### src/lsxp_pkg.sv
package lsxp_pkg;

    localparam int ADDR_WIDTH = 32;
    localparam int DATA_WIDTH = 32;
    localparam int STRB_WIDTH = DATA_WIDTH / 8;

    typedef logic [ADDR_WIDTH-1:0] lsxp_addr_t;
    typedef logic [DATA_WIDTH-1:0] lsxp_data_t;
    typedef logic [STRB_WIDTH-1:0] lsxp_strb_t;
    typedef logic [1:0]            lsxp_resp_t;

    localparam lsxp_resp_t RESP_OKAY   = 2'd0;
    localparam lsxp_resp_t RESP_SLVERR = 2'd2;
    localparam lsxp_resp_t RESP_DECERR = 2'd3;

    typedef struct packed {
        lsxp_addr_t addr;
        logic [2:0] prot;
    } lsxp_areq_t;

    typedef struct packed {
        lsxp_data_t data;
        lsxp_strb_t strb;
    } lsxp_wdat_t;

    typedef struct packed {
        lsxp_addr_t paddr;
        logic [2:0] pprot;
        logic       pwrite;
        lsxp_data_t pwdata;
        lsxp_strb_t pstrb;
        logic       penable;
    } lsxp_apb_req_t;

    typedef struct packed {
        lsxp_data_t prdata;
        logic       pready;
        logic       pslverr;
    } lsxp_apb_rsp_t;

    typedef enum logic [2:0] {
        IDLE,
        SETUP,
        ACCESS,
        RESP,
        PAUSED
    } lsxp_state_t;

endpackage

### src/lsxp_addr_decode.sv
`timescale 1ns/1ns

module lsxp_addr_decode #(
    parameter int NO_SLVS  = 8,
    parameter int SLV_SPAN = 1024
) (
    input  lsxp_pkg::lsxp_addr_t       addr,
    output logic                       hit,
    output logic [$clog2(NO_SLVS)-1:0] idx
);

    import lsxp_pkg::*;

    localparam int IDX_W = $clog2(NO_SLVS);

    typedef struct packed {
        lsxp_addr_t start_addr;
        lsxp_addr_t end_addr;
    } rule_t;

    rule_t [NO_SLVS-1:0] addr_map;

    // window i covers [i*SLV_SPAN, (i+1)*SLV_SPAN).
    for (genvar i = 0; i < NO_SLVS; i++) begin : g_rule
        assign addr_map[i] = '{
            start_addr: lsxp_addr_t'(SLV_SPAN * i),
            end_addr:   lsxp_addr_t'(SLV_SPAN * (i + 1))
        };
    end

    always_comb begin
        hit = 1'b0;
        idx = '0;
        for (int i = 0; i < NO_SLVS; i++) begin
            if (addr >= addr_map[i].start_addr && addr < addr_map[i].end_addr) begin
                hit = 1'b1;
                idx = IDX_W'(i);
            end
        end
    end

endmodule

### src/lsxp_apb_port.sv
`timescale 1ns/1ns

module lsxp_apb_port #(
    parameter int NO_SLVS = 8
) (
    input  logic                                  clk,
    input  logic                                  rst_n,

    input  logic                                  sel_valid,
    input  logic [$clog2(NO_SLVS)-1:0]            sel_idx,
    input  lsxp_pkg::lsxp_apb_req_t               req_in,

    output lsxp_pkg::lsxp_apb_req_t               apb_req,
    output logic [NO_SLVS-1:0]                    psel,
    input  lsxp_pkg::lsxp_apb_rsp_t [NO_SLVS-1:0] apb_rsp,
    output lsxp_pkg::lsxp_apb_rsp_t               sel_rsp
);

    import lsxp_pkg::*;

    logic                       sel_valid_q;
    logic                       penable_q;
    logic [$clog2(NO_SLVS)-1:0] sel_idx_q;
    lsxp_apb_req_t              req_q;

    always_ff @(posedge clk) begin
        if (!rst_n) begin
            sel_valid_q <= 1'b0;
            penable_q   <= 1'b0;
        end else begin
            sel_valid_q <= sel_valid;
            penable_q   <= sel_valid && req_in.penable;
        end
    end

    // the bus fields only move when a transfer is being set up.
    always_ff @(posedge clk) begin
        if (sel_valid) begin
            req_q     <= req_in;
            sel_idx_q <= sel_idx;
        end
    end

    always_comb begin
        apb_req         = req_q;
        apb_req.penable = penable_q;
    end

    always_comb begin
        psel    = '0;
        sel_rsp = '0;
        if (sel_valid_q) begin
            psel[sel_idx_q] = 1'b1;
            sel_rsp         = apb_rsp[sel_idx_q]; // idle completers stay invisible.
        end
    end

endmodule

### src/lsxp_ctrl.sv
`timescale 1ns/1ns

module lsxp_ctrl #(
    parameter int NO_SLVS = 8
) (
    input  logic                       clk,
    input  logic                       rst_n,

    input  logic                       aw_full,
    input  logic                       w_full,
    input  logic                       ar_full,
    input  lsxp_pkg::lsxp_areq_t       aw_req,
    input  lsxp_pkg::lsxp_areq_t       ar_req,
    input  lsxp_pkg::lsxp_wdat_t       wdat,
    output logic                       aw_take,
    output logic                       w_take,
    output logic                       ar_take,

    output lsxp_pkg::lsxp_addr_t       dec_addr,
    input  logic                       dec_hit,
    input  logic [$clog2(NO_SLVS)-1:0] dec_idx,

    output logic                       sel_valid,
    output logic [$clog2(NO_SLVS)-1:0] sel_idx,
    output lsxp_pkg::lsxp_apb_req_t    apb_req,
    input  lsxp_pkg::lsxp_apb_rsp_t    sel_rsp,

    output logic                       bvalid,
    output lsxp_pkg::lsxp_resp_t       bresp,
    input  logic                       bready,
    output logic                       rvalid,
    output lsxp_pkg::lsxp_resp_t       rresp,
    output lsxp_pkg::lsxp_data_t       rdata,
    input  logic                       rready,

    input  logic                       pause_req,
    output logic                       pause_ack
);

    import lsxp_pkg::*;

    lsxp_state_t                state_q;
    lsxp_state_t                state_d;
    logic                       wr_q;
    logic [$clog2(NO_SLVS)-1:0] idx_q;
    lsxp_resp_t                 resp_q;
    lsxp_data_t                 rdata_q;

    logic       start_wr;
    logic       start_rd;
    logic       launch;
    logic       wr_sel;
    logic       done;
    lsxp_areq_t cur_req;

    assign start_wr = aw_full && w_full; // writes win over reads.
    assign start_rd = ar_full && !start_wr;
    assign launch   = (state_q == IDLE) && !pause_req && (start_wr || start_rd);
    assign wr_sel   = (state_q == IDLE) ? start_wr : wr_q;
    assign cur_req  = wr_sel ? aw_req : ar_req;
    assign dec_addr = cur_req.addr;

    // a transfer is finished on pready, or at once on a decode miss.
    assign done    = (launch && !dec_hit) || (state_q == ACCESS && sel_rsp.pready);
    assign aw_take = done && wr_sel;
    assign w_take  = done && wr_sel;
    assign ar_take = done && !wr_sel;

    always_comb begin
        state_d = state_q;
        case (state_q)
            IDLE: begin
                if (pause_req) begin
                    state_d = PAUSED;
                end else if (launch) begin
                    state_d = dec_hit ? SETUP : RESP;
                end
            end
            SETUP: state_d = ACCESS;
            ACCESS: begin
                if (sel_rsp.pready) begin
                    state_d = RESP;
                end
            end
            RESP: begin
                if ((wr_q && bready) || (!wr_q && rready)) begin
                    state_d = IDLE;
                end
            end
            PAUSED: begin
                if (!pause_req) begin
                    state_d = IDLE;
                end
            end
            default: state_d = IDLE;
        endcase
    end

    // the APB port registers these, so they are built from the next state.
    assign sel_valid = (state_d == SETUP) || (state_d == ACCESS);
    assign sel_idx   = (state_q == IDLE) ? dec_idx : idx_q;

    always_comb begin
        apb_req.paddr   = cur_req.addr;
        apb_req.pprot   = cur_req.prot;
        apb_req.pwrite  = wr_sel;
        apb_req.pwdata  = wr_sel ? wdat.data : '0;
        apb_req.pstrb   = wr_sel ? wdat.strb : '0;
        apb_req.penable = (state_d == ACCESS);
    end

    always_ff @(posedge clk) begin
        if (!rst_n) begin
            state_q <= IDLE;
            wr_q    <= 1'b0;
        end else begin
            state_q <= state_d;
            if (launch) begin
                wr_q <= start_wr;
            end
        end
    end

    always_ff @(posedge clk) begin
        if (launch) begin
            idx_q <= dec_idx;
        end
        if (launch && !dec_hit) begin
            resp_q  <= RESP_DECERR;
            rdata_q <= '0;
        end else if (state_q == ACCESS && sel_rsp.pready) begin
            resp_q  <= sel_rsp.pslverr ? RESP_SLVERR : RESP_OKAY;
            rdata_q <= wr_q ? '0 : sel_rsp.prdata;
        end
    end

    assign bvalid    = (state_q == RESP) && wr_q;
    assign rvalid    = (state_q == RESP) && !wr_q;
    assign bresp     = resp_q;
    assign rresp     = resp_q;
    assign rdata     = rdata_q;
    assign pause_ack = (state_q == PAUSED);

endmodule

### src/lsxp_fabric.sv
`timescale 1ns/1ns

module lsxp_fabric #(
    parameter int NO_SLVS  = 8,
    parameter int SLV_SPAN = 1024
) (
    input  logic                                  clk,
    input  logic                                  rst_n,

    input  logic                                  awvalid,
    output logic                                  awready,
    input  lsxp_pkg::lsxp_areq_t                  aw,
    input  logic                                  wvalid,
    output logic                                  wready,
    input  lsxp_pkg::lsxp_wdat_t                  w,
    output logic                                  bvalid,
    input  logic                                  bready,
    output lsxp_pkg::lsxp_resp_t                  bresp,
    input  logic                                  arvalid,
    output logic                                  arready,
    input  lsxp_pkg::lsxp_areq_t                  ar,
    output logic                                  rvalid,
    input  logic                                  rready,
    output lsxp_pkg::lsxp_data_t                  rdata,
    output lsxp_pkg::lsxp_resp_t                  rresp,

    output lsxp_pkg::lsxp_apb_req_t               apb_req,
    output logic [NO_SLVS-1:0]                    psel,
    input  lsxp_pkg::lsxp_apb_rsp_t [NO_SLVS-1:0] apb_rsp,

    input  logic                                  pause_req,
    output logic                                  pause_ack
);

    import lsxp_pkg::*;

    logic                       aw_full;
    logic                       w_full;
    logic                       ar_full;
    logic                       aw_take;
    logic                       w_take;
    logic                       ar_take;
    lsxp_areq_t                 aw_req;
    lsxp_areq_t                 ar_req;
    lsxp_wdat_t                 wdat;
    lsxp_addr_t                 dec_addr;
    logic                       dec_hit;
    logic [$clog2(NO_SLVS)-1:0] dec_idx;
    logic                       sel_valid;
    logic [$clog2(NO_SLVS)-1:0] sel_idx;
    lsxp_apb_req_t              ctrl_req;
    lsxp_apb_rsp_t              sel_rsp;

    lsxp_req_slot #(.T(lsxp_areq_t)) aw_slot (
        .clk(clk), .rst_n(rst_n), .valid(awvalid), .payload(aw), .ready(awready),
        .full(aw_full), .data(aw_req), .take(aw_take)
    );

    lsxp_req_slot #(.T(lsxp_wdat_t)) w_slot (
        .clk(clk), .rst_n(rst_n), .valid(wvalid), .payload(w), .ready(wready),
        .full(w_full), .data(wdat), .take(w_take)
    );

    lsxp_req_slot #(.T(lsxp_areq_t)) ar_slot (
        .clk(clk), .rst_n(rst_n), .valid(arvalid), .payload(ar), .ready(arready),
        .full(ar_full), .data(ar_req), .take(ar_take)
    );

    lsxp_addr_decode #(.NO_SLVS(NO_SLVS), .SLV_SPAN(SLV_SPAN)) addr_decode_i (
        .addr(dec_addr), .hit(dec_hit), .idx(dec_idx)
    );

    lsxp_ctrl #(.NO_SLVS(NO_SLVS)) ctrl_i (
        .clk(clk), .rst_n(rst_n),
        .aw_full(aw_full), .w_full(w_full), .ar_full(ar_full),
        .aw_req(aw_req), .ar_req(ar_req), .wdat(wdat),
        .aw_take(aw_take), .w_take(w_take), .ar_take(ar_take),
        .dec_addr(dec_addr), .dec_hit(dec_hit), .dec_idx(dec_idx),
        .sel_valid(sel_valid), .sel_idx(sel_idx), .apb_req(ctrl_req), .sel_rsp(sel_rsp),
        .bvalid(bvalid), .bresp(bresp), .bready(bready),
        .rvalid(rvalid), .rresp(rresp), .rdata(rdata), .rready(rready),
        .pause_req(pause_req), .pause_ack(pause_ack)
    );

    lsxp_apb_port #(.NO_SLVS(NO_SLVS)) apb_port_i (
        .clk(clk), .rst_n(rst_n),
        .sel_valid(sel_valid), .sel_idx(sel_idx), .req_in(ctrl_req),
        .apb_req(apb_req), .psel(psel), .apb_rsp(apb_rsp), .sel_rsp(sel_rsp)
    );

endmodule

### src/lsxp_req_slot.sv
`timescale 1ns/1ns

module lsxp_req_slot #(
    parameter type T = logic
) (
    input  logic clk,
    input  logic rst_n,

    input  logic valid,
    input  T     payload,
    output logic ready,

    output logic full,
    output T     data,
    input  logic take
);

    logic full_q;
    T     data_q;

    assign ready = !full_q; // one entry, so no room while it is held.
    assign full  = full_q;
    assign data  = data_q;

    always_ff @(posedge clk) begin
        if (!rst_n) begin
            full_q <= 1'b0;
        end else if (valid && ready) begin
            full_q <= 1'b1;
        end else if (take) begin
            full_q <= 1'b0;
        end
    end

    always_ff @(posedge clk) begin
        if (valid && ready) begin
            data_q <= payload;
        end
    end

endmodule

### config.mk
export PLATFORM = sky130hd
export DESIGN_NAME = lsxp_fabric
export DESIGN_NICKNAME = d
export VERILOG_FILES = /design/src/lsxp_pkg.sv /design/src/lsxp_addr_decode.sv /design/src/lsxp_apb_port.sv /design/src/lsxp_ctrl.sv /design/src/lsxp_fabric.sv /design/src/lsxp_req_slot.sv
export SDC_FILE = /design/constraint.sdc
export NUM_CORES = 1
export LEC_CHECK = 0
export BUFFER_PORTS_ARGS = -buffer_cell sky130_fd_sc_hd__buf_2
export CAP_MARGIN = 20
export CORE_AREA = 5 5 197 199
export CTS_CLUSTER_SIZE = 30
export DETAILED_ROUTE_END_ITERATION = 6
export DIE_AREA = 0 0 202 204
export SLEW_MARGIN = 20
export SYNTH_ARGS = -nofsm -noshare
export SYNTH_HDL_FRONTEND = slang
export SYNTH_HIERARCHICAL = 1
export SYNTH_SLANG_ARGS = --single-unit
### constraint.sdc
create_clock -name clk -period 10.9 [get_ports clk]
set_clock_uncertainty 0.1 [all_clocks]
set_input_delay 1.635 -clock clk [delete_from_list [all_inputs] [get_ports clk]]
set_output_delay 1.635 -clock clk [all_outputs]
set_load 0.005 [all_outputs]
Yosys cells after proc, flatten, opt, wreduce, memory -nomap -nowiden
Index checks and enable logic that the tools add are counted.
- order comparisons: 18
- equal/unequal tests: 6
- mux-type cells: 38
- reduce and logical (&&, ||, !) cells: 41
- operators by type and width (operator ; number):
    32-bit by 13-bit >= comparator with 1-bit output, second input constant ; 4
    32-bit by 13-bit < comparator with 1-bit output, second input constant ; 4
    34-bit binary-select mux with 3-bit select ; 1
    34-bit two-way mux ; 2
    32-bit by 12-bit >= comparator with 1-bit output, second input constant ; 2
    32-bit by 12-bit < comparator with 1-bit output, second input constant ; 2
    35-bit two-way mux ; 1
    32-bit by 1-bit >= comparator with 1-bit output, second input constant ; 1
    32-bit by 11-bit >= comparator with 1-bit output, second input constant ; 1
    32-bit by 11-bit < comparator with 1-bit output, second input constant ; 1
    32-bit by 14-bit < comparator with 1-bit output, second input constant ; 1
    32-bit two-way mux ; 1
    3-bit two-way mux ; 10
    1-bit logical AND ; 25
    1-bit two-way mux ; 16
    3-bit case mux with 5 select lines ; 1
    3-bit by 2-bit equality test with 1-bit output, second input constant ; 3
    1-bit zero test ; 8
    2-bit two-way mux ; 4
    8-bit two-way mux ; 1
    3-bit by 1-bit equality test with 1-bit output, second input constant ; 2
    2-bit nonzero test ; 3
    1-bit logical OR ; 4
    3-bit by 4-bit < comparator with 1-bit output, second input constant ; 1
    4 further kinds ; 4
- bits in registers: 227
- input port bits: 386
- output and inout bits: 123
- word-level logic and storage cells: 125

Logic depth before layout (Yosys ltp)
- word-level depth: 20
- mapped depth: 15
- mapped depth without buffers: 10

Cells and area by module
The synthesis kept the hierarchy.
- modules (own cells, without submodules) (module ; times used ; cells each ; area an instance (µm²) ; seq. area each (µm²)):
    lsxp_apb_port ; 1 ; 448 ; 4904.7 ; 2292.2
    lsxp_ctrl ; 1 ; 315 ; 2610.0 ; 850.8
    lsxp_req_slot (ar_slot ...) ; 2 ; 40 ; 1094.8 ; 1071.0
    lsxp_req_slot (w_slot) ; 1 ; 41 ; 1124.8 ; 1101.1
    lsxp_addr_decode ; 1 ; 10 ; 75.1 ; 0.0

Worst setup path after synthesis
Ideal clock, no wire load.
- path type: register to register
- from: register ctrl_i.state_q[1]
- to: register apb_port_i.req_q, in the netlist apb_port_i/apb_req[10] (enable)
- library setup time: 0.433 ns
- arrival time: 4.243 ns
- data required time: 10.367 ns
- slack: 6.124 ns
- stages on the path, launching flop included: 12
- path buffers: 4
- clock period less this slack: 4.776 ns
- cell sequence: dfxtp_1 > buf_6 > nor3_2 > mux2i_1 > buf_2 > buf_2 > mux2_2 > buf_4 > nor4_1 > nand4_1 > nor3_1 > a21o_1
- RTL lines (what ; RTL line ; RTL):
    start: declaration ; lsxp_ctrl.sv:42 ; lsxp_state_t state_q;
    start signal: assignment ; lsxp_ctrl.sv:117 ; state_q <= state_d;
    end signal: assignment ; lsxp_apb_port.sv:39 ; req_q <= req_in;
    end: declaration ; lsxp_apb_port.sv:24 ; lsxp_apb_req_t req_q;

==> metrics.md <==
| Metric | Value |
|---|---|
| Slew headroom | 26.5% |
| Core Box Area | 37000 µm² |
| Hold buffers post-CTS | 0 |
| Die X | about 200 µm |
| Outcome | finished clean |
| Slowest cell on the critical path | a21o_4 |
| Clock Latency Late Sink | about 0.52 ns |
| WP data required | between 10 and 15 ns |
| Final min period | 5.30 ns |
| Setup Viol. Count Final | 0 |
| Die area | around 41000 µm² |
| First-pass GRT wire length | 55.5 mm |
| Largest net degree at the start of global routing | 78 |
| Clock Path Buffers | 3 |
| Sink Count | between 200 and 250 |
| Grt ovf | 0 |
| Min-delay worst type | reg -> reg |
| Gpl congestion | 0.933 |
| Final Cell Area | ~14000 µm² |
| Setup CP Type | reg -> reg |
| Pins Over Slew Limit | 0 |
| I/O Pins | 509 |
| CTS root buf | clkbuf_16 |
| Syn Inst Count | 884 |
| Die H | 204 µm |
| # fillers | 3639 |
| Period utilisation layout | about half |
| Routed WL per cell | 21.3 µm |
| Global Route Usage Sum | 17.6% |
| Peak VDD IR | 0.148 mV |
| Layout cell share with drive strength beyond 1 | 44.7% |
| Placed cell areas | 13500 µm² |
| Drt drc | 0 |
| Setup TNS | 0 ns |
| Initial core utilization | between 20% and 30% |
| CP peak stage delay | between 0.8 and 0.9 ns |
| Hold WS | 0.353 ns |
| TritonCTS Buffers | 23 |
| Leak | 0.00604 µW |
| Vias in the first global route | approximately 9000 |
| Syn_area_per_cell | 12.3 µm² |
| PostCTS Resize Cnt | 0 |
| Syn Nets | 1270 |
| Crit-path max FO | 77 |
| Power per cell area | 152 nW/µm² |
| Reg clk slew, reported paths | roughly 0.06 ns |
| PortBufs | approximately 500 |
| RSZ-0062 raised after global routing | false |
| WHS Path Cells | 2 |
| Post-CTS setup buffer count | 0 |
| Vias | ~8600 |
| Initial antenna violation count | 18 |
| Peak Freq | between 150 and 200 MHz |
| 1st-iter DRT viols | 412 |
| Worst Reg-to-Reg Cells | 8 |
| Final hold violation count | 0 |
| Rows | 71 |
| DP HPWL | 30.5 mm |
| Netlist Area Pre-Place | 10800 µm² |
| H-tree levels | 1 |
| Drt total wl | 39.1 mm |
| Startpoint Class | flop |
| Critical Path End Type | flop |
| Router iterations before antenna repair | 4 |
| Cell Chain, Critical Path | nor3_2 -> mux2i_4 -> buf_4 -> mux2_2 -> nor4_1 -> nand4_1 -> nor3_1 -> a21o_4 |
| Synth warn | 6 |
| Max-Cap Viols | 0 |
| Area grow syn2layout | 31.8% |
| TritonCTS clock tree | built |
| Least-Margin Pin Slew | 1.10 ns |
| Arr. time, crit path | 5.32 ns |
| Nets | 1720 |
| Antenna viol nets, final | 0 |
| Vias per cell | 4.71 |
## layout make-up
cell class | count | area (µm²) | share of cell area [%]
antenna | 8 | 20.0 | 0.140
sequential | 227 | 6390 | 44.7
timing repair buffer | 518 | 2630 | 18.5
tap | 474 | 593 | 4.15
inverter | 6 | 22.5 | 0.158
clock inverter | 12 | 163 | 1.14
multi-input combinational | 558 | 3850 | 27.0
clock buffer | 29 | 608 | 4.26
## critical path, delay by kind of cell, from the launching register on
family / cells / cell delay [ns]
AOI/OAI and AO/OA: 1 / 0.83
buffers and inverters: 1 / 0.63
DFF: 1 / 0.41
muxes: 2 / 1.09
and+or+nand+nor: 4 / 1.67
## final timing paths
path / startpoint / endpoint / slack (ns)
max: ctrl_i/state_q[2] / apb_port_i/apb_req[1] / 5.60
min: ctrl_i/rdata[28] / ctrl_i/rdata[28] / 0.35
max reg2reg: ctrl_i/state_q[2] / apb_port_i/apb_req[1] / 5.60
min reg2reg: ctrl_i/rdata[28] / ctrl_i/rdata[28] / 0.35
## report_power, final
group | total, µW | internal, µW | switching (µW)
sequential | 1020 | 1000 | 19.9
clock | 817 | 489 | 328
combinational | 325 | 145 | 181
total | 2160 | 1640 | 528
## registers in the layout (all words and copies together) (netlist names), 2 cells and up
register / cells
apb_port_i/apb_req: 72
w_slot/data: 36
ar_slot/data: 35
aw_slot/data: 35
ctrl_i/rdata: 32
apb_port_i/sel_idx_q: 3
ctrl_i/idx_q: 3
ctrl_i/state_q: 3
ctrl_i/bresp: 2
## metal layers
layer	global-route usage, %	wire, µm	vias to the layer above
li1	-	-	4159
met2	31.7	19800	386
met3	5.41	3370	67
met1	20.2	14900	4008
met5	0	77	-
met4	4.66	961	12
## placed cells by master, fill, tap and decap left out, types with 5 or more instances in the layout
cell / n
nor2_1: 68
nand2_1: 63
o32ai_1: 15
dfxtp_1: 43
mux2_2: 36
clkbuf_1: 5
clkbuf_16: 23
and2_1: 6
buf_4: 8
nand2b_1: 7
inv_1: 5
clkinv_2: 5
mux2i_1: 112
o21a_1: 7
nor2b_1: 40
nand3_1: 38
diode_2: 8
a21oi_1: 53
buf_2: 508
a211oi_1: 14
edfxtp_1: 184
o22ai_1: 30
nor3_1: 17
## through the flow
step	power [µW]	util [%]	worst slack (ns)	instances
3_5_place_dp	1370	36.3	5.62	1782
4_1_cts	2200	38.4	5.59	1823
5_1_grt	2260	38.5	5.21	1830
2_1_floorplan	1230	-	6.12	884
3_3_place_gp	1360	36.3	5.79	1782
6_report	2160	38.5	5.60	1832
(Power assumes the default switching activity.)
